===== src/design/periph_pkg.sv =====
// Shared definitions for the 8051-style timer and serial peripheral
// SFR address map, timer modes, serial FSM states and frame constants
package periph_pkg;

    // Data byte on the SFR bus and in the count and serial registers
    typedef logic [7:0] sfr_data_t;

    // Direct SFR addresses, standard 8051 locations
    typedef enum logic [7:0] {
        PCON = 8'h87,
        TCON = 8'h88,
        TMOD = 8'h89,
        TL0  = 8'h8A,
        TL1  = 8'h8B,
        TH0  = 8'h8C,
        TH1  = 8'h8D,
        SCON = 8'h98,
        SBUF = 8'h99
    } sfr_addr_t;

    // TMOD M1:M0 field, mode 3 only holds the count here
    typedef enum logic [1:0] {
        MODE_13BIT   = 2'b00,
        MODE_16BIT   = 2'b01,
        MODE_RELOAD8 = 2'b10,
        MODE_STOP    = 2'b11
    } timer_mode_t;

    // Transmitter FSM
    typedef enum logic [1:0] {
        TX_IDLE,
        TX_WAIT,
        TX_SHIFT,
        TX_DONE
    } tx_state_t;

    // Receiver FSM
    typedef enum logic [2:0] {
        RX_IDLE,
        RX_START,
        RX_DATA,
        RX_STOP,
        RX_DONE
    } rx_state_t;

    // Clocks per machine cycle
    localparam int CYCLE_DIV  = 12;
    // Data bits per serial frame
    localparam int DATA_BITS  = 8;
    // Overflow accumulator width, 32 overflows per bit without SMOD
    localparam int BAUD_CNT_W = 5;

endpackage

===== src/design/periph_top.sv =====
// Top level of the 8051-style peripheral
// SFR bus decoder, two timers and the serial port
module periph_top (
    input  logic                  clk,
    input  logic                  reset_n,
    input  logic                  sfr_sel,
    input  logic [7:0]            sfr_addr,
    input  logic                  sfr_we,
    input  logic                  sfr_rd,
    input  periph_pkg::sfr_data_t sfr_wdata,
    input  logic                  rxd,
    output periph_pkg::sfr_data_t sfr_rdata,
    output logic                  sfr_ready,
    output logic                  tf0,
    output logic                  tf1,
    output logic                  ri,
    output logic                  ti,
    output logic                  txd
);
    import periph_pkg::*;

    // Timer controls and count read-back
    logic        tr0;
    logic        tr1;
    timer_mode_t mode0;
    timer_mode_t mode1;
    logic        tl0_wr;
    logic        th0_wr;
    logic        tl1_wr;
    logic        th1_wr;
    sfr_data_t   wdata;
    logic        tf0_clr;
    logic        tf1_clr;
    sfr_data_t   tl0;
    sfr_data_t   th0;
    sfr_data_t   tl1;
    sfr_data_t   th1;
    // Bit-rate source
    logic        t1_ovf;
    // Serial port handshake
    logic        tx_start;
    sfr_data_t   tx_data;
    logic        tx_done;
    logic        smod;
    logic        ren;
    logic        rx_done;
    sfr_data_t   rx_data;
    logic        rx_stop;

    sfr_bus     i_sfr_bus (.*);
    timer_block i_timer_block (.*);
    uart_tx     i_uart_tx (.*);
    uart_rx     i_uart_rx (.*);

endmodule


===== src/design/uart_rx.sv =====
// Serial receiver, 10-bit asynchronous frame
// Two-flop input synchronizer and start-edge detector, a private bit-rate
// accumulator restarted at the edge so samples fall at mid-bit
module uart_rx (
    input  logic                  clk,
    input  logic                  reset_n,
    input  logic                  t1_ovf,
    input  logic                  smod,
    input  logic                  ren,
    input  logic                  rxd,
    output periph_pkg::sfr_data_t rx_data,
    output logic                  rx_stop,
    output logic                  rx_done
);
    import periph_pkg::*;

    rx_state_t             state;
    logic                  rxd_meta;
    logic                  rxd_sync;
    logic                  rxd_prev;
    logic                  frame_go;
    logic [BAUD_CNT_W-1:0] acc;
    logic                  acc_msb;
    logic                  bit_tick;
    logic [3:0]            bit_cnt;
    sfr_data_t             shreg;

    // Falling edge while idle and enabled opens a frame
    assign frame_go = (state == RX_IDLE) & ren & rxd_prev & ~rxd_sync;
    assign bit_tick = acc[BAUD_CNT_W-1] & ~acc_msb;
    assign rx_done  = (state == RX_DONE);
    assign rx_data  = shreg;

    // Synchronizer and edge history, idle level is high
    always_ff @(posedge clk or negedge reset_n) begin
        if (!reset_n) begin
            rxd_meta <= 1'b1;
            rxd_sync <= 1'b1;
            rxd_prev <= 1'b1;
        end else begin
            rxd_meta <= rxd;
            rxd_sync <= rxd_meta;
            rxd_prev <= rxd_sync;
        end
    end

    // Restart from 0 so the first tick comes half a bit after the edge
    always_ff @(posedge clk or negedge reset_n) begin
        if (!reset_n) begin
            acc     <= '0;
            acc_msb <= 1'b0;
        end else begin
            acc_msb <= acc[BAUD_CNT_W-1];
            if (frame_go) begin
                acc <= '0;
            end else if (t1_ovf) begin
                acc <= acc + (smod ? BAUD_CNT_W'(2) : BAUD_CNT_W'(1));
            end
        end
    end

    always_ff @(posedge clk or negedge reset_n) begin
        if (!reset_n) begin
            state   <= RX_IDLE;
            bit_cnt <= '0;
        end else begin
            case (state)
                RX_IDLE: if (frame_go) state <= RX_START;
                // Glitch check, a high start sample drops the frame
                RX_START: if (bit_tick) begin
                    bit_cnt <= '0;
                    state   <= rxd_sync ? RX_IDLE : RX_DATA;
                end
                RX_DATA: if (bit_tick) begin
                    bit_cnt <= bit_cnt + 1'b1;
                    if (bit_cnt == 4'(DATA_BITS - 1)) begin
                        state <= RX_STOP;
                    end
                end
                RX_STOP: if (bit_tick) state <= RX_DONE;
                default: state <= RX_IDLE;
            endcase
        end
    end

    // Data arrives LSB first, stop level kept for RB8
    always_ff @(posedge clk) begin
        if (state == RX_DATA && bit_tick) begin
            shreg <= {rxd_sync, shreg[DATA_BITS-1:1]};
        end
        if (state == RX_STOP && bit_tick) begin
            rx_stop <= rxd_sync;
        end
    end

    // Receiver stays quiet when disabled at rest
    a_ren_off: assert property (@(posedge clk) disable iff (!reset_n)
        (state == RX_IDLE && !ren) |=> (state == RX_IDLE && !rx_done));

endmodule


===== src/design/uart_tx.sv =====
// Serial transmitter, 10-bit asynchronous frame
// Bit rate from timer 1 overflows, 32 per bit or 16 with SMOD
// Sends start bit, 8 data bits LSB first and a high stop bit
module uart_tx (
    input  logic                  clk,
    input  logic                  reset_n,
    input  logic                  t1_ovf,
    input  logic                  smod,
    input  logic                  tx_start,
    input  periph_pkg::sfr_data_t tx_data,
    output logic                  txd,
    output logic                  tx_done
);
    import periph_pkg::*;

    tx_state_t             state;
    logic [BAUD_CNT_W-1:0] acc;
    logic                  acc_msb;
    logic                  bit_tick;
    logic [3:0]            bit_cnt;
    logic [DATA_BITS:0]    shreg;

    // Bit tick on the rising edge of the accumulator top bit
    assign bit_tick = acc[BAUD_CNT_W-1] & ~acc_msb;
    assign tx_done  = (state == TX_DONE);

    // Free-running overflow accumulator
    always_ff @(posedge clk or negedge reset_n) begin
        if (!reset_n) begin
            acc     <= '0;
            acc_msb <= 1'b0;
        end else begin
            acc_msb <= acc[BAUD_CNT_W-1];
            if (t1_ovf) begin
                acc <= acc + (smod ? BAUD_CNT_W'(2) : BAUD_CNT_W'(1));
            end
        end
    end

    always_ff @(posedge clk or negedge reset_n) begin
        if (!reset_n) begin
            state   <= TX_IDLE;
            txd     <= 1'b1;
            bit_cnt <= '0;
        end else begin
            case (state)
                // Start requests while busy are dropped
                TX_IDLE: if (tx_start) state <= TX_WAIT;
                // Line the start bit up with a bit tick
                TX_WAIT: if (bit_tick) begin
                    txd     <= 1'b0;
                    bit_cnt <= '0;
                    state   <= TX_SHIFT;
                end
                TX_SHIFT: if (bit_tick) begin
                    // Last tick ends the stop bit
                    if (bit_cnt == 4'(DATA_BITS + 1)) begin
                        state <= TX_DONE;
                    end else begin
                        txd     <= shreg[0];
                        bit_cnt <= bit_cnt + 1'b1;
                    end
                end
                default: state <= TX_IDLE;
            endcase
        end
    end

    // Data with the stop bit on top, shifted out LSB first
    always_ff @(posedge clk) begin
        if (state == TX_IDLE && tx_start) begin
            shreg <= {1'b1, tx_data};
        end else if (state == TX_SHIFT && bit_tick) begin
            shreg <= {1'b1, shreg[DATA_BITS:1]};
        end
    end

    // Line rests at mark level between frames
    a_idle_high: assert property (@(posedge clk) disable iff (!reset_n)
        (state == TX_IDLE) |-> txd);

endmodule


===== src/design/sfr_bus.sv =====
// SFR bus decoder for the timer and serial peripheral
// Holds TMOD, PCON, TCON run bits and SCON, drives the load and clear
// strobes, and returns a registered read-back one cycle after a read
module sfr_bus (
    input  logic                    clk,
    input  logic                    reset_n,
    input  logic                    sfr_sel,
    input  logic [7:0]              sfr_addr,
    input  logic                    sfr_we,
    input  logic                    sfr_rd,
    input  periph_pkg::sfr_data_t   sfr_wdata,
    input  logic                    tf0,
    input  logic                    tf1,
    input  periph_pkg::sfr_data_t   tl0,
    input  periph_pkg::sfr_data_t   th0,
    input  periph_pkg::sfr_data_t   tl1,
    input  periph_pkg::sfr_data_t   th1,
    input  logic                    tx_done,
    input  logic                    rx_done,
    input  periph_pkg::sfr_data_t   rx_data,
    input  logic                    rx_stop,
    output periph_pkg::sfr_data_t   sfr_rdata,
    output logic                    sfr_ready,
    output logic                    tr0,
    output logic                    tr1,
    output periph_pkg::timer_mode_t mode0,
    output periph_pkg::timer_mode_t mode1,
    output logic                    tl0_wr,
    output logic                    th0_wr,
    output logic                    tl1_wr,
    output logic                    th1_wr,
    output periph_pkg::sfr_data_t   wdata,
    output logic                    tf0_clr,
    output logic                    tf1_clr,
    output logic                    tx_start,
    output periph_pkg::sfr_data_t   tx_data,
    output logic                    smod,
    output logic                    ren,
    output logic                    ri,
    output logic                    ti
);
    import periph_pkg::*;

    logic      wr_en;
    logic      rd_en;
    logic      tcon_wr;
    logic      scon_wr;
    logic      sbuf_wr;
    sfr_addr_t addr;
    sfr_data_t tmod;
    sfr_data_t pcon;
    sfr_data_t rx_buf;
    logic      rb8;
    sfr_data_t rd_mux;

    assign wr_en   = sfr_sel & sfr_we;
    assign rd_en   = sfr_sel & sfr_rd;
    assign addr    = sfr_addr_t'(sfr_addr);
    assign tcon_wr = wr_en & (addr == TCON);
    assign scon_wr = wr_en & (addr == SCON);
    assign sbuf_wr = wr_en & (addr == SBUF);

    // Count register loads go straight to the timers
    assign tl0_wr = wr_en & (addr == TL0);
    assign th0_wr = wr_en & (addr == TH0);
    assign tl1_wr = wr_en & (addr == TL1);
    assign th1_wr = wr_en & (addr == TH1);
    assign wdata  = sfr_wdata;

    // Writing 0 to TF1 (bit 7) or TF0 (bit 5) clears the flag
    assign tf0_clr = tcon_wr & ~sfr_wdata[5];
    assign tf1_clr = tcon_wr & ~sfr_wdata[7];

    // GATE and C/T bits are stored for read-back only
    assign mode0 = timer_mode_t'(tmod[1:0]);
    assign mode1 = timer_mode_t'(tmod[5:4]);
    assign smod  = pcon[7];

    // Read-back mux, unmapped addresses give 0
    always_comb begin
        case (addr)
            PCON:    rd_mux = pcon;
            TCON:    rd_mux = {tf1, tr1, tf0, tr0, 4'b0000};
            TMOD:    rd_mux = tmod;
            TL0:     rd_mux = tl0;
            TL1:     rd_mux = tl1;
            TH0:     rd_mux = th0;
            TH1:     rd_mux = th1;
            // SM bits and TB8 fixed at 0, only mode 1 exists
            SCON:    rd_mux = {3'b000, ren, 1'b0, rb8, ti, ri};
            SBUF:    rd_mux = rx_buf;
            default: rd_mux = '0;
        endcase
    end

    // Bus response and control registers
    always_ff @(posedge clk or negedge reset_n) begin
        if (!reset_n) begin
            sfr_ready <= 1'b0;
            sfr_rdata <= '0;
            tmod      <= '0;
            pcon      <= '0;
            tr0       <= 1'b0;
            tr1       <= 1'b0;
            ren       <= 1'b0;
            tx_start  <= 1'b0;
        end else begin
            sfr_ready <= sfr_sel & (sfr_we | sfr_rd);
            tx_start  <= sbuf_wr;
            // Read data holds until the next read
            if (rd_en) begin
                sfr_rdata <= rd_mux;
            end
            if (wr_en) begin
                case (addr)
                    TMOD: tmod <= sfr_wdata;
                    PCON: pcon <= sfr_wdata;
                    TCON: begin
                        tr1 <= sfr_wdata[6];
                        tr0 <= sfr_wdata[4];
                    end
                    SCON: ren <= sfr_wdata[4];
                    default: ;
                endcase
            end
        end
    end

    // Serial flags, a new frame is dropped while RI is still set
    always_ff @(posedge clk or negedge reset_n) begin
        if (!reset_n) begin
            ri     <= 1'b0;
            ti     <= 1'b0;
            rb8    <= 1'b0;
            rx_buf <= '0;
        end else begin
            if (rx_done && !ri) begin
                ri     <= 1'b1;
                rb8    <= rx_stop;
                rx_buf <= rx_data;
            end else if (scon_wr && !sfr_wdata[0]) begin
                ri <= 1'b0;
            end
            if (tx_done) begin
                ti <= 1'b1;
            end else if (scon_wr && !sfr_wdata[1]) begin
                ti <= 1'b0;
            end
        end
    end

    // Transmit byte for the shifter
    always_ff @(posedge clk) begin
        if (sbuf_wr) begin
            tx_data <= sfr_wdata;
        end
    end

    // At most one count register is loaded per cycle
    a_one_load: assert property (@(posedge clk) disable iff (!reset_n)
        $onehot0({tl0_wr, th0_wr, tl1_wr, th1_wr}));

endmodule


===== src/design/timer_block.sv =====
// Timer block with the machine-cycle prescaler and timers 0 and 1
// Timer 1 overflows also drive the serial bit rate
module timer_block (
    input  logic                    clk,
    input  logic                    reset_n,
    input  logic                    tr0,
    input  logic                    tr1,
    input  periph_pkg::timer_mode_t mode0,
    input  periph_pkg::timer_mode_t mode1,
    input  logic                    tl0_wr,
    input  logic                    th0_wr,
    input  logic                    tl1_wr,
    input  logic                    th1_wr,
    input  periph_pkg::sfr_data_t   wdata,
    input  logic                    tf0_clr,
    input  logic                    tf1_clr,
    output logic                    tf0,
    output logic                    tf1,
    output periph_pkg::sfr_data_t   tl0,
    output periph_pkg::sfr_data_t   th0,
    output periph_pkg::sfr_data_t   tl1,
    output periph_pkg::sfr_data_t   th1,
    output logic                    t1_ovf
);
    import periph_pkg::*;

    logic [$clog2(CYCLE_DIV)-1:0] pre_cnt;
    logic                         tick;
    logic                         count_en0;
    logic                         count_en1;

    // Free-running divide by CYCLE_DIV, tick on the last count
    assign tick = (pre_cnt == ($clog2(CYCLE_DIV))'(CYCLE_DIV - 1));

    always_ff @(posedge clk or negedge reset_n) begin
        if (!reset_n) begin
            pre_cnt <= '0;
        end else if (tick) begin
            pre_cnt <= '0;
        end else begin
            pre_cnt <= pre_cnt + 1'b1;
        end
    end

    // Count only on machine ticks with the run bit set
    assign count_en0 = tick & tr0;
    assign count_en1 = tick & tr1;

    timer_channel i_timer0 (
        .clk      (clk),
        .reset_n  (reset_n),
        .count_en (count_en0),
        .mode     (mode0),
        .tl_wr    (tl0_wr),
        .th_wr    (th0_wr),
        .wdata    (wdata),
        .tf_clr   (tf0_clr),
        .tl       (tl0),
        .th       (th0),
        .tf       (tf0),
        .ovf      ()
    );

    timer_channel i_timer1 (
        .clk      (clk),
        .reset_n  (reset_n),
        .count_en (count_en1),
        .mode     (mode1),
        .tl_wr    (tl1_wr),
        .th_wr    (th1_wr),
        .wdata    (wdata),
        .tf_clr   (tf1_clr),
        .tl       (tl1),
        .th       (th1),
        .tf       (tf1),
        .ovf      (t1_ovf)
    );

    // Machine tick is a single-clock pulse
    a_tick_pulse: assert property (@(posedge clk) disable iff (!reset_n)
        tick |=> !tick);

endmodule


===== src/design/timer_channel.sv =====
// One 8051 timer channel
// TH/TL count register with 13-bit, 16-bit and 8-bit auto-reload modes,
// a one-cycle overflow pulse and a sticky overflow flag
module timer_channel (
    input  logic                    clk,
    input  logic                    reset_n,
    input  logic                    count_en,
    input  periph_pkg::timer_mode_t mode,
    input  logic                    tl_wr,
    input  logic                    th_wr,
    input  periph_pkg::sfr_data_t   wdata,
    input  logic                    tf_clr,
    output periph_pkg::sfr_data_t   tl,
    output periph_pkg::sfr_data_t   th,
    output logic                    tf,
    output logic                    ovf
);
    import periph_pkg::*;

    logic [13:0] sum13;
    logic [16:0] sum16;
    sfr_data_t   next_tl;
    sfr_data_t   next_th;
    logic        carry;
    logic        load;
    logic        wrap;

    // Mode 0 counts TH with the low 5 bits of TL
    assign sum13 = {1'b0, th, tl[4:0]} + 14'd1;
    assign sum16 = {1'b0, th, tl} + 17'd1;
    assign load  = tl_wr | th_wr;
    // Overflow only counts when no load takes the cycle
    assign wrap  = count_en & carry & ~load;

    always_comb begin
        next_tl = tl;
        next_th = th;
        carry   = 1'b0;
        case (mode)
            MODE_13BIT: begin
                next_th      = sum13[12:5];
                next_tl[4:0] = sum13[4:0];
                carry        = sum13[13];
            end
            MODE_16BIT: begin
                {carry, next_th, next_tl} = sum16;
            end
            MODE_RELOAD8: begin
                // TH is the reload value
                carry   = &tl;
                next_tl = carry ? th : tl + 1'b1;
            end
            default: ;
        endcase
    end

    always_ff @(posedge clk or negedge reset_n) begin
        if (!reset_n) begin
            tl  <= '0;
            th  <= '0;
            tf  <= 1'b0;
            ovf <= 1'b0;
        end else begin
            ovf <= wrap;
            // Bus load wins over counting
            if (load) begin
                if (tl_wr) begin
                    tl <= wdata;
                end
                if (th_wr) begin
                    th <= wdata;
                end
            end else if (count_en) begin
                tl <= next_tl;
                th <= next_th;
            end
            // Set beats a software clear in the same cycle
            if (wrap) begin
                tf <= 1'b1;
            end else if (tf_clr) begin
                tf <= 1'b0;
            end
        end
    end

    // Mode 3 freezes the count apart from bus loads
    a_stop_holds: assert property (@(posedge clk) disable iff (!reset_n)
        (mode == MODE_STOP && !load) |=> $stable({th, tl}));

endmodule


===== config.mk =====
export PLATFORM = sky130hd
export DESIGN_NAME = periph_top
export DESIGN_NICKNAME = d
export VERILOG_FILES = /design/src/design/periph_pkg.sv /design/src/design/periph_top.sv /design/src/design/uart_rx.sv /design/src/design/uart_tx.sv /design/src/design/sfr_bus.sv /design/src/design/timer_block.sv /design/src/design/timer_channel.sv
export SDC_FILE = /design/constraint.sdc
export NUM_CORES = 1
export LEC_CHECK = 0
export ABC_AREA = 1
export BUFFER_PORTS_ARGS = -buffer_cell sky130_fd_sc_hd__clkbuf_2
export CORE_MARGIN = 3
export CORE_UTILIZATION = 56
export CTS_CLUSTER_DIAMETER = 50
export CTS_CLUSTER_SIZE = 28
export DETAILED_ROUTE_END_ITERATION = 6
export PLACE_DENSITY_LB_ADDON = 0.3
export SYNTH_ARGS = -nofsm -noshare
export SYNTH_HDL_FRONTEND = slang
export SYNTH_HIERARCHICAL = 1
export SYNTH_SLANG_ARGS = --single-unit

===== constraint.sdc =====
create_clock -name clk -period 1.8 [get_ports clk]
set_clock_uncertainty 0.15 [all_clocks]
set_input_delay 0.18 -clock clk [delete_from_list [all_inputs] [get_ports clk]]
set_output_delay 0.18 -clock clk [all_outputs]
set_load 0.05 [all_outputs]

==> After elaboration in Yosys (flattened, before gate mapping) <==
Index checks and enable logic that the tools add are counted.
{ "totals": {"ff_bits": 133, "elab_cells": 225, "out_inout_bits": 14, "input_bits": 22} }
{ "op_classes": {"bitwise": 33, "n_mux": 60, "add_sub_neg": 11, "n_eq_ne": 37, "n_reduce_logical": 46} }
{ "ops": {"columns": ["operator", "n"], "rows": [
  ["8-bit two-way mux", 16],
  ["8-bit == test (second input constant)", 9],
  ["8-bit one-hot mux with 9 select lines", 1],
  ["16-bit by 1-bit adder with 17-bit output (second input constant)", 2],
  ["8-bit one-hot mux with 2 select lines", 2],
  ["5-bit one-hot mux with 3 select lines", 2],
  ["13-bit by 1-bit adder with 14-bit output (second input constant)", 2],
  ["4-bit two-way mux", 6],
  ["1-bit bitwise AND", 23],
  ["3-bit AND reduction", 7],
  ["2-bit nonzero test", 10],
  ["8-bit by 1-bit adder with 8-bit output (second input constant)", 2],
  ["2-bit by 1-bit != test with 1-bit output (second input constant)", 8],
  ["4-bit one-hot mux with 2 select lines", 2],
  ["8-bit AND reduction", 2],
  ["3-bit two-way mux", 5],
  ["4-bit by 1-bit adder with 4-bit output (second input constant)", 3],
  ["2-bit two-way mux", 6],
  ["2-bit != test (second input constant)", 6],
  ["3-bit one-hot mux with 2 select lines", 2],
  ["3-bit one-hot mux with 4 select lines", 1],
  ["3-bit nonzero test", 4],
  ["1-bit two-way mux", 11],
  ["5-bit adder", 2],
  ["21 further kinds", 53]
]} }

==> Logic depth before layout (Yosys ltp) <==
Gate-level depths: netlist (run 1).
{ "logic_depth": {"depth_word": 6, "ltp_mapped": 15, "mapped_depth_nobuf": 13} }

==> Hierarchy <==
The synthesis (run 1) kept the hierarchy.
{ "modules_own_cells": {"columns": ["module", "instances", "seq_area_each_um2", "cells_each", "area_per_inst_um2"], "rows": [
  ["timer_channel", 2, 450.4, 228, 1505.2],
  ["sfr_bus", 1, 1241.2, 310, 2663.8],
  ["uart_tx", 1, 566.8, 115, 1117.3],
  ["uart_rx", 1, 674.4, 103, 1093.5],
  ["timer_block", 1, 100.1, 21, 191.4]
]} }

==> Worst setup path before layout (run 1) <==
Ideal clock, no wire load.
{ "synth_timing": {"kind": "flip-flop to flip-flop", "start": "reg i_uart_tx.state[0]", "end": "reg i_uart_tx.shreg[0], enable pin", "required_ns": 1.266, "synth_period_minus_slack_ns": 1.932, "setup_time_ns": 0.384, "slack_ns": -0.132, "t_arrival_ns": 1.398, "stages_incl_launch_ff": 5, "path_cell_list": "dfrtp_1 inv_1 ha_1 inv_1 o21ai_0"} }
{ "synth_between": {"elab_chain_len": 3, "word_cells_on_any_way": 5} }
{ "synth_lines": {"columns": ["item", "line", "text"], "rows": [
  ["start: declaration", "uart_tx.sv:16", "tx_state_t state;"],
  ["start signal: assignment", "uart_tx.sv:42", "state <= TX_IDLE;"],
  ["start signal: assignment", "uart_tx.sv:48", "TX_IDLE: if (tx_start) state <= TX_WAIT;"],
  ["start signal: assignment", "uart_tx.sv:53", "state <= TX_SHIFT;"],
  ["2-bit == test / 2-bit zero test (equally long branches)", "uart_tx.sv:73, uart_tx.sv:71", null],
  ["1-bit logical AND, on equally long branches", "uart_tx.sv:73, uart_tx.sv:71", null],
  ["2-bit nonzero test (no source line) (*)", null, null],
  ["end signal: assignment", "uart_tx.sv:72", "shreg <= {1'b1, tx_data};"],
  ["end signal: assignment", "uart_tx.sv:74", "shreg <= {1'b1, shreg[DATA_BITS:1]};"],
  ["end: declaration", "uart_tx.sv:21", "logic [DATA_BITS:0] shreg;"]
]} }
Mark *: on every way between the ends. The rest lies on a longest branch, timed or not.
A chain may end at the register's enable or synchronous reset.

==> Final worst setup path (run 1) <==
{ "layout_timing": {"start": "reg i_timer_block.pre_cnt[0]", "end": "reg i_timer_block.i_timer1.tl[2]"} }
{ "layout_between": {"elab_chain_len": 4} }
{ "layout_lines": {"columns": ["item", "line", "text"], "rows": [
  ["start: declaration", "timer_block.sv:27", "logic [$clog2(CYCLE_DIV)-1:0] pre_cnt;"],
  ["start signal: assignment", "timer_block.sv:41", "pre_cnt <= pre_cnt + 1'b1;"],
  ["4-bit == test", "timer_block.sv:33", "assign tick = (pre_cnt == ($clog2(CYCLE_DIV))'(CYCLE_DIV - 1));"],
  ["1-bit bitwise AND", "timer_block.sv:47", "assign count_en1 = tick & tr1;"],
  ["via i_timer_block.count_en1", "timer_block.sv:30", "logic count_en1;"],
  ["2-bit nonzero test (no source line)", null, null],
  ["3-bit AND reduction (no source line)", null, null],
  ["end signal: assignment", "timer_channel.sv:68", "tl <= wdata;"],
  ["end signal: assignment", "timer_channel.sv:74", "tl <= next_tl;"],
  ["end: declaration", "timer_channel.sv:13", "output periph_pkg::sfr_data_t tl,"]
]} }
The timed path passes the listed nets, and every way through them passes these cells.

==> flow_metrics.py, run 1 <==
metrics = {
    "run_status": {
        "outcome": "finished, violations left",
        "failed_checks": "negative setup slack",
    },
    "route": {
        "viasPerCell": 5.50,
        "wirelength_um": 20900,
        "drt_first_iter_violations": 650,
        "drc_errors": 0,
        "ant_nets": 0,
        "via_count": 7221,
        "first_pass_iters": 5,
        "wl_per_cell_um": 15.9,
    },
    "cells_and_area": {
        "layout-area-overhead-vs-synth_pct": 21.1,
        "nets": 1167,
        "post-route-util_pct": 69.7,
        "drive_above_1_share_pct": 26.0,
        "fin_area_um2": 9750,
        "diodes": 0,
    },
    "worst_setup_path": {
        "cp_data_arrival_time_ns": 1.99,
        "worstPathRequired_ns": 1.99,
        "path_max_fanout": 7,
        "setup.worst_path.end": "i_timer_block/i_timer1/tl[2]",
        "r2r-end": "i_timer_block/i_timer1/tl[2]",
        "startpoint": "i_timer_block/pre_cnt[0]",
        "critPathKind": "reg2reg",
        "startpoint_type": "flop",
        "reg2reg_slack_ns": -0.002,
        "ff2ff_path_depth": 10,
        "r2r-start": "i_timer_block/pre_cnt[0]",
        "critPathCaptureType": "flop",
    },
    "clocking": {
        "cts_tree": "done",
        "insertion_delay_ns": 0.42,
        "cts_inserted_buffers": 17,
        "clkTransAtPathRegs_ns": 0.06,
        "cts.sinks": 133,
        "clockBufferDepth": 2,
        "root_buffer": "clkbuf_16",
        "htree_levels": 4,
    },
    "die": {
        "core-area_um2": 14000,
        "fp.dieArea_um2": 15800,
        "initial_core_util_pct": 57.5,
        "num_rows": 43,
        "die_y_um": 126,
        "dieWidth_um": 126,
        "num_io_pins": 36,
    },
    "sta": {
        "layout_setup_ws_ns": -0.00216,
        "relSlewSlack_pct": 59.7,
        "post-route-period-util_pct": 100,
        "clock.fmax_mhz": 555,
        "finalMaxSlewViolations": 0,
        "rsz0062_at_grt": "yes",
        "fin_crit_ns": 1.80,
        "worst_pin_slew_ns": 0.604,
        "setup_violations": 1,
        "hold_viol": 0,
        "timing.setup.tns_ns": -0.00216,
    },
    "global_routing": {
        "antenna_found_initial": 0,
        "overflow": 0,
        "grt_pass1_vias": 7015,
        "grt_first_pass_wirelength_um": 34100,
        "grt_max_degree": 109,
        "grtUsageTotal_pct": 26.8,
    },
    "pwr": {
        "p_leak_nw": 4.96,
        "p_per_area_nw_per_um2": 824,
        "vdd_drop_max_v": 0.000798,
    },
    "run": {
        "cap_violations": 0,
    },
    "logic_synthesis": {
        "synth_cells": 1003,
        "avgSynthCellArea_um2": 8.02,
        "post_synth_instance_area_um2": 8050,
        "yosys_warnings": 6,
        "syn_nets": 1050,
    },
    "min_path": {
        "worstHoldStart": "sfr_wdata[5]",
        "hold_class": "in2reg",
    },
    "placement": {
        "port_buffers": 35,
        "place_congestion": 0.947,
        "hpwl_um": 14800,
        "place_area_um2": 8830,
        "place_ws_ns": -0.187,
    },
}
## registers in the layout, summed over array words and instances, names as in the netlist, 8 cells and up
name,cells
i_sfr_bus/pcon,8
i_sfr_bus/rx_buf,8
i_sfr_bus/sfr_rdata,8
i_sfr_bus/tmod,8
i_sfr_bus/tx_data,8
i_timer_block/i_timer0/th,8
i_timer_block/i_timer0/tl,8
i_timer_block/i_timer1/th,8
i_timer_block/i_timer1/tl,8
i_uart_rx/rx_data,8
i_uart_tx/shreg,8
## what timing repair did
action	CTS	global route
gates cloned	0	0
pin swaps	8	14
resized for setup	16	41
hold buffers	8	0
endpoints found under the setup margin	26	34
setup buffers	1	5
endpoints found under the hold margin	115	0
## layer usage
layer	track usage [%]	wire length, um
met1	34.7	8910
met4	13.9	923
met2	43.1	9850
met3	5.13	1220
met5	0	0
## cell usage in the layout (no fill, tap or decap), drive strengths merged
cell and instances:
nand2 243, nor2 140, inv 136, nand3 124, dfrtp 104, buf 83, clkbuf 56, o21ai 52
a21oi 42, edfxtp 25, ha 23, mux2 19, nand4 15, nor3 9, dlygate4sd3 8, xnor2 8
xor2 6, a22oi 6, or2 5, dfstp 4, clkinv 4, o21bai 3, bufinv 2, nand3b 2
o21a 2, a31oi 2, a21boi 2, and3 2, a21o 2, fa 2, clkinvlp 1, nor3b 1
## area by class of cell
class	instances	area (um^2)
repair buffers	125	893
well taps	180	225
flip-flops and latches	133	3460
inverters	133	504
clock buffers	22	495
multi-input cells	710	4050
clock inverters	10	116
fillers	1053	4240
## worst min path at each step
stage / end / slack [ns] / cells after the start
2_1_floorplan: i_sfr_bus/pcon[0] / -0.27 / 0
3_3_place_gp: i_uart_rx/rxd_meta / 0.12 / 1
3_5_place_dp: i_uart_rx/rxd_meta / 0.12 / 1
4_1_cts: i_sfr_bus/tx_data[5] / 0.003 / 1
5_1_grt: i_sfr_bus/tx_data[5] / 0.04 / 1
6_report: i_sfr_bus/tx_data[5] / 0.04 / 1
## power breakdown
group | switching, mW | total (mW) | leakage (nW) | internal (mW)
Sequential | 0.140 | 3.33 | 1.64 | 3.19
Clock | 1.32 | 3.56 | 0.302 | 2.24
Combinational | 0.715 | 1.14 | 3.02 | 0.420
Total | 2.18 | 8.03 | 4.96 | 5.85
## worst max-delay path, stage by stage, from the launching register on
cell and delay, ns:
dfrtp_1 0.39, ha_4 0.17, nand3_4 0.09, nor2_4 0.12, inv_2 0.05, buf_6 0.11
o21bai_1 0.15, nand2_2 0.16, inv_2 0.14, nor2_1 0.06, a21oi_1 0.12
## stage by stage
step / instances / hold WS, ns / total power, mW
2_1_floorplan: 1003 / -0.266 / 4.08
3_3_place_gp: 1267 / 0.121 / 4.44
3_5_place_dp: 1267 / 0.119 / 4.46
4_1_cts: 1308 / 0.00303 / 8.06
5_1_grt: 1313 / 0.0375 / 8.39
6_report: 1313 / 0.0350 / 8.03
(Power assumes the default switching activity.)
==> run 2, diff against run 1 <==
--- a/config.mk
+++ b/config.mk
@@ -13,6 +13,7 @@
 export CTS_CLUSTER_SIZE = 28
 export DETAILED_ROUTE_END_ITERATION = 6
 export PLACE_DENSITY_LB_ADDON = 0.3
+export REMOVE_ABC_BUFFERS = 1
 export SYNTH_ARGS = -nofsm -noshare
 export SYNTH_HDL_FRONTEND = slang
 export SYNTH_HIERARCHICAL = 1
==> flow_metrics.py, run 2 (same netlist as run 1, synthesis figures left out) <==
metrics = {
    "global_routing": {
        "overflow": 0,
        "grt_first_pass_wirelength_um": 34800,
        "grtUsageTotal_pct": 27.5,
        "antenna_found_initial": 0,
        "grt_max_degree": 34,
        "grt_pass1_vias": 7103,
    },
    "clocking": {
        "cts_inserted_buffers": 17,
        "root_buffer": "clkbuf_16",
        "htree_levels": 4,
        "clockBufferDepth": 2,
        "insertion_delay_ns": 0.42,
        "cts.sinks": 133,
        "cts_tree": "done",
        "clkTransAtPathRegs_ns": 0.06,
    },
    "pwr": {
        "vdd_drop_max_v": 0.000673,
        "p_per_area_nw_per_um2": 800,
        "p_leak_nw": 4.99,
    },
    "die": {
        "dieWidth_um": 126,
        "fp.dieArea_um2": 15800,
        "core-area_um2": 14000,
        "initial_core_util_pct": 57.5,
        "die_y_um": 126,
        "num_io_pins": 36,
        "num_rows": 43,
    },
    "sta": {
        "clock.fmax_mhz": 564,
        "setup_violations": 0,
        "worst_pin_slew_ns": 0.425,
        "post-route-period-util_pct": 98.6,
        "finalMaxSlewViolations": 0,
        "layout_setup_ws_ns": 0.0258,
        "timing.setup.tns_ns": 0,
        "relSlewSlack_pct": 71.6,
        "fin_crit_ns": 1.77,
        "rsz0062_at_grt": "yes",
        "hold_viol": 0,
    },
    "route": {
        "viasPerCell": 5.52,
        "via_count": 7302,
        "ant_nets": 0,
        "wl_per_cell_um": 16.2,
        "wirelength_um": 21400,
        "first_pass_iters": 7,
        "drt_first_iter_violations": 643,
        "drc_errors": 1,
    },
    "worst_setup_path": {
        "worstPathRequired_ns": 1.96,
        "crit_slowest_cell": "dfrtp_1",
        "startpoint_type": "flop",
        "cpLargestDelayFamily": "simple AND/OR/NAND/NOR gates",
        "cp_data_arrival_time_ns": 1.93,
        "critPathCaptureType": "flop",
        "startpoint": "i_sfr_bus/tmod[1]",
        "critPathKind": "reg2reg",
        "path_max_fanout": 4,
        "crit_path_cell_trace": "inv_2 > ha_1 > inv_2 > buf_4 > nand3_1 > nand2_2 > nand2_2 > nand2_1 > nand4_1 > nand2_1 > inv_1",
        "worst_path_largest_cell_delay_ns": 0.40,
        "crit_buf_inv": 4,
        "r2r-start": "i_sfr_bus/tmod[1]",
    },
    "placement": {
        "place_congestion": 0.971,
        "hpwl_um": 15500,
        "place_area_um2": 8910,
        "dp_cells": 1276,
        "place_ws_ns": -0.180,
        "port_buffers": 35,
    },
    "cells_and_area": {
        "layout-area-overhead-vs-synth_pct": 22.2,
        "final_common_cell": "nand2_1",
        "drive_above_1_share_pct": 26.7,
        "nets": 1177,
        "diodes": 0,
        "fin_area_um2": 9830,
        "final_cell_mix": "214 x nand2_1, 116 x nand3_1, 114 x inv_1, 103 x dfrtp_1, 100 x nor2_1",
        "final_cells": 1323,
    },
    "min_path": {
        "worstHoldStart": "sfr_rd",
        "hold_class": "in2reg",
    },
    "run_status": {
        "outcome": "finished, violations left",
        "failed_checks": "design-rule violations",
    },
    "run": {
        "cap_violations": 0,
    },
}
[run 2: cell types whose count changed in the layout (fill, tap and decap cells not counted), moves of 2 or more]
cell / delta
a21oi_1: -3
clkbuf_1: +4
a21oi_2: +3
ha_1: -3
nand2_2: -2
nor2_1: -2
buf_12: +2
clkbuf_8: -2
nor2_4: +2
buf_4: +5
buf_6: +2
ha_2: +3
inv_4: -2
[run 2: worst min-delay path: stages]
cell,delay [ns]
clkbuf_2,0.07
nand2_1,0.06
buf_4,0.17
nand2_1,0.07
[run 2: layout make-up]
| cell class | count | area, um^2 |
|---|---|---|
| clock inverters | 9 | 109 |
| repair buffers | 135 | 1000 |
| multi-input cells | 710 | 4070 |
| flip-flops and latches | 133 | 3460 |
| clock buffers | 23 | 458 |
| fillers | 1062 | 4160 |
| well taps | 180 | 225 |
| inverters | 133 | 504 |
[run 2: final timing paths]
kind | to | slack [ns] | cells after the start
max reg2reg | i_timer_block/i_timer0/th[7] | 0.03 | 11
min | i_sfr_bus/sfr_ready | 0.02 | 4
max in group asynchronous | i_uart_rx/rxd_prev | 0.84 | 3
min in group asynchronous | i_timer_block/i_timer1/th[3] | 0.08 | 2
min reg2reg | i_uart_rx/rxd_sync | 0.21 | 0
max | i_timer_block/i_timer0/th[7] | 0.03 | 11
[run 2: routing by layer]
layer	GRT usage, %	wire length (um)	share of wire (%)	vias to the layer above
met2	44.7	10200	48	300
li1	-	-	-	3498
met5	0	0	0	-
met1	36.5	8980	42	3442
met3	5.73	1520	7.1	62
met4	10.3	724	3.4	0
[run 2: power by group]
| group | internal [mW] | total [mW] | switching, mW |
|---|---|---|---|
| Sequential | 3.19 | 3.33 | 0.132 |
| Clock | 2.07 | 3.35 | 1.28 |
| Combinational | 0.451 | 1.19 | 0.740 |
[run 2: repair_timing]
item | in CTS | in global routing
hold buffers | 9 | 0
pin swaps | 3 | 16
hold endpoints to repair | 115 | 0
setup endpoints to repair | 18 | 44
gates cloned | 0 | 0
setup buffers | 1 | 5
resized for setup | 12 | 60
[run 2: metrics by stage]
stage / total power [mW] / utilization [%] / hold slack, ns
floorplan: 4.05 / - / -0.266
global placement: 4.47 / 63.7 / -0.0214
detailed placement: 4.49 / 63.7 / -0.0181
CTS: 7.86 / 68.7 / 0.0184
global route: 8.20 / 70.3 / 0.00765
finish: 7.86 / 70.3 / 0.0230
==> run 3, diff against run 2 <==
--- a/config.mk
+++ b/config.mk
@@ -7,8 +7,10 @@
 export LEC_CHECK = 0
 export ABC_AREA = 1
 export BUFFER_PORTS_ARGS = -buffer_cell sky130_fd_sc_hd__clkbuf_2
-export CORE_MARGIN = 3
-export CORE_UTILIZATION = 56
+export CELL_PAD_IN_SITES_DETAIL_PLACEMENT = 1
+export CELL_PAD_IN_SITES_GLOBAL_PLACEMENT = 2
+export CORE_MARGIN = 2
+export CORE_UTILIZATION = 34
 export CTS_CLUSTER_DIAMETER = 50
 export CTS_CLUSTER_SIZE = 28
 export DETAILED_ROUTE_END_ITERATION = 6
==> flow_metrics.py, run 3 (same netlist as run 1, synthesis figures left out) <==
metrics = {
    "run_status": {
        "outcome": "completed",
    },
    "global_routing": {
        "grtUsageTotal_pct": 21.0,
        "grt_pass1_vias": 7484,
        "overflow": 0,
        "grt_max_degree": 45,
        "antenna_found_initial": 0,
        "grt_first_pass_wirelength_um": 40000,
    },
    "route": {
        "drt_first_iter_violations": 347,
        "first_pass_iters": 5,
        "via_count": 7106,
        "ant_nets": 0,
        "wl_per_cell_um": 17.0,
        "wirelength_um": 25000,
        "viasPerCell": 4.84,
        "drc_errors": 0,
    },
    "worst_setup_path": {
        "startpoint_type": "flop",
        "reg2reg_slack_ns": 0.05,
        "critPathKind": "reg2reg",
        "worstPathRequired_ns": 2.00,
        "path_max_fanout": 2,
        "critPathCaptureType": "flop",
        "cp_data_arrival_time_ns": 1.95,
    },
    "cells_and_area": {
        "final_common_cell": "nand2_1",
        "drive_above_1_share_pct": 28.2,
        "post-route-util_pct": 43.2,
        "final_cell_mix": "214 x nand2_1, 117 x nand3_1, 111 x inv_1, 102 x nor2_1, 101 x dfrtp_1",
        "nets": 1183,
        "layout-area-overhead-vs-synth_pct": 25.4,
        "diodes": 0,
    },
    "die": {
        "num_io_pins": 36,
        "dieWidth_um": 158,
        "initial_core_util_pct": 34.5,
        "num_rows": 56,
        "die_y_um": 158,
        "fp.dieArea_um2": 24900,
        "core-area_um2": 23300,
    },
    "placement": {
        "port_buffers": 35,
        "place_congestion": 0.845,
        "hpwl_um": 19100,
    },
    "sta": {
        "setup_violations": 0,
        "worst_pin_slew_ns": 0.447,
        "hold_viol": 0,
        "rsz0062_at_grt": "yes",
        "finalMaxSlewViolations": 0,
        "relSlewSlack_pct": 70.1,
        "fin_crit_ns": 1.75,
        "timing.setup.tns_ns": 0,
        "post-route-period-util_pct": 97.2,
        "clock.fmax_mhz": 572,
    },
    "clocking": {
        "cts_tree": "done",
        "clkTransAtPathRegs_ns": 0.06,
        "insertion_delay_ns": 0.43,
        "root_buffer": "clkbuf_16",
        "cts.sinks": 133,
        "clockBufferDepth": 2,
        "cts_inserted_buffers": 17,
        "htree_levels": 4,
    },
    "min_path": {
        "hold_class": "in2reg",
    },
    "pwr": {
        "p_leak_nw": 5.04,
        "p_comb_share_pct": 15.0,
        "sw_frac_of_total_pct": 29.1,
        "pwr-share-seq_pct": 41.6,
        "p_int_mw": 5.69,
        "power_frac_clock_pct": 43.4,
        "p_per_area_nw_per_um2": 795,
        "vdd_drop_max_v": 0.000483,
        "power.switching_mw": 2.33,
    },
    "run": {
        "cap_violations": 0,
    },
}
## run 3: cell types whose count changed in the layout (fill, tap and decap cells not counted), sizes merged
cell         before  now
bufinv            2    1
clkinvlp          1    2
clkinv            6    4
clkbuf           57   54
inv             133  138
dlygate4sd3       9    5
buf              92  102
## run 3: worst max-delay path, cell delays in order (launching register included)
cell and delay (ns):
dfrtp_1 0.38, inv_1 0.09, ha_2 0.18, inv_1 0.05
fa_2 0.39, or2_2 0.30, a21oi_1 0.15
## run 3: cell type report
cell class	instances	area (um^2)
clock buffers	20	468
clock inverters	12	116
fillers	2840	13200
inverters	133	502
multi-input cells	710	4120
flip-flops and latches	133	3460
well taps	319	399
repair buffers	141	1030
## run 3: path summary, 6_finish.rpt
| check | from | cells past startpoint | endpoint |
|---|---|---|---|
| max | i_sfr_bus/pcon[7] | 6 | i_uart_rx/acc[1] |
| min | sfr_rd | 4 | i_sfr_bus/sfr_ready |
| max reg2reg | i_sfr_bus/pcon[7] | 6 | i_uart_rx/acc[1] |
| min in group asynchronous | reset_n | 2 | i_timer_block/i_timer0/th[3] |
| min reg2reg | i_uart_rx/rxd_meta | 0 | i_uart_rx/rxd_sync |
| max in group asynchronous | reset_n | 3 | i_uart_rx/rxd_sync |
## run 3: timing repair
action,in CTS,in global routing
setup endpoints to repair,30,46
resized for setup,20,52
endpoints found under the hold margin,109,0
setup buffers,3,8
hold buffers,5,0
pin swaps,6,15
## run 3: metrics by stage
step                cells  hold slack, ns  worst slack, ns  instance area, um^2  total power [mW]
finish               1468          0.0309           0.0508                10100              8.02
global route         1468          0.0337          -0.0279                10100              8.42
CTS                  1460          0.0237          -0.0122                 9830              8.10
global placement     1420         -0.0167           -0.126                 9120              4.53
floorplan             976          -0.266           -0.502                 7830              4.05
detailed placement   1420         -0.0167           -0.182                 9120              4.54
## run 3: per-layer routing
metal	share of wire (%)	track usage [%]	vias to the layer above
met2	49	36.3	85
met5	0	0	-
met1	47	27.5	3490
li1	-	-	3507
met3	2.2	2.93	24
met4	1.6	5.71	0
## run 3: power groups by stage
stage	combinational (mW)	clock [mW]	sequential [mW]
floorplan	0.659	0	3.39
global placement	1.15	0	3.38
detailed placement	1.16	0	3.39
CTS	1.19	3.58	3.33
global route	1.36	3.71	3.35
finish	1.20	3.48	3.33
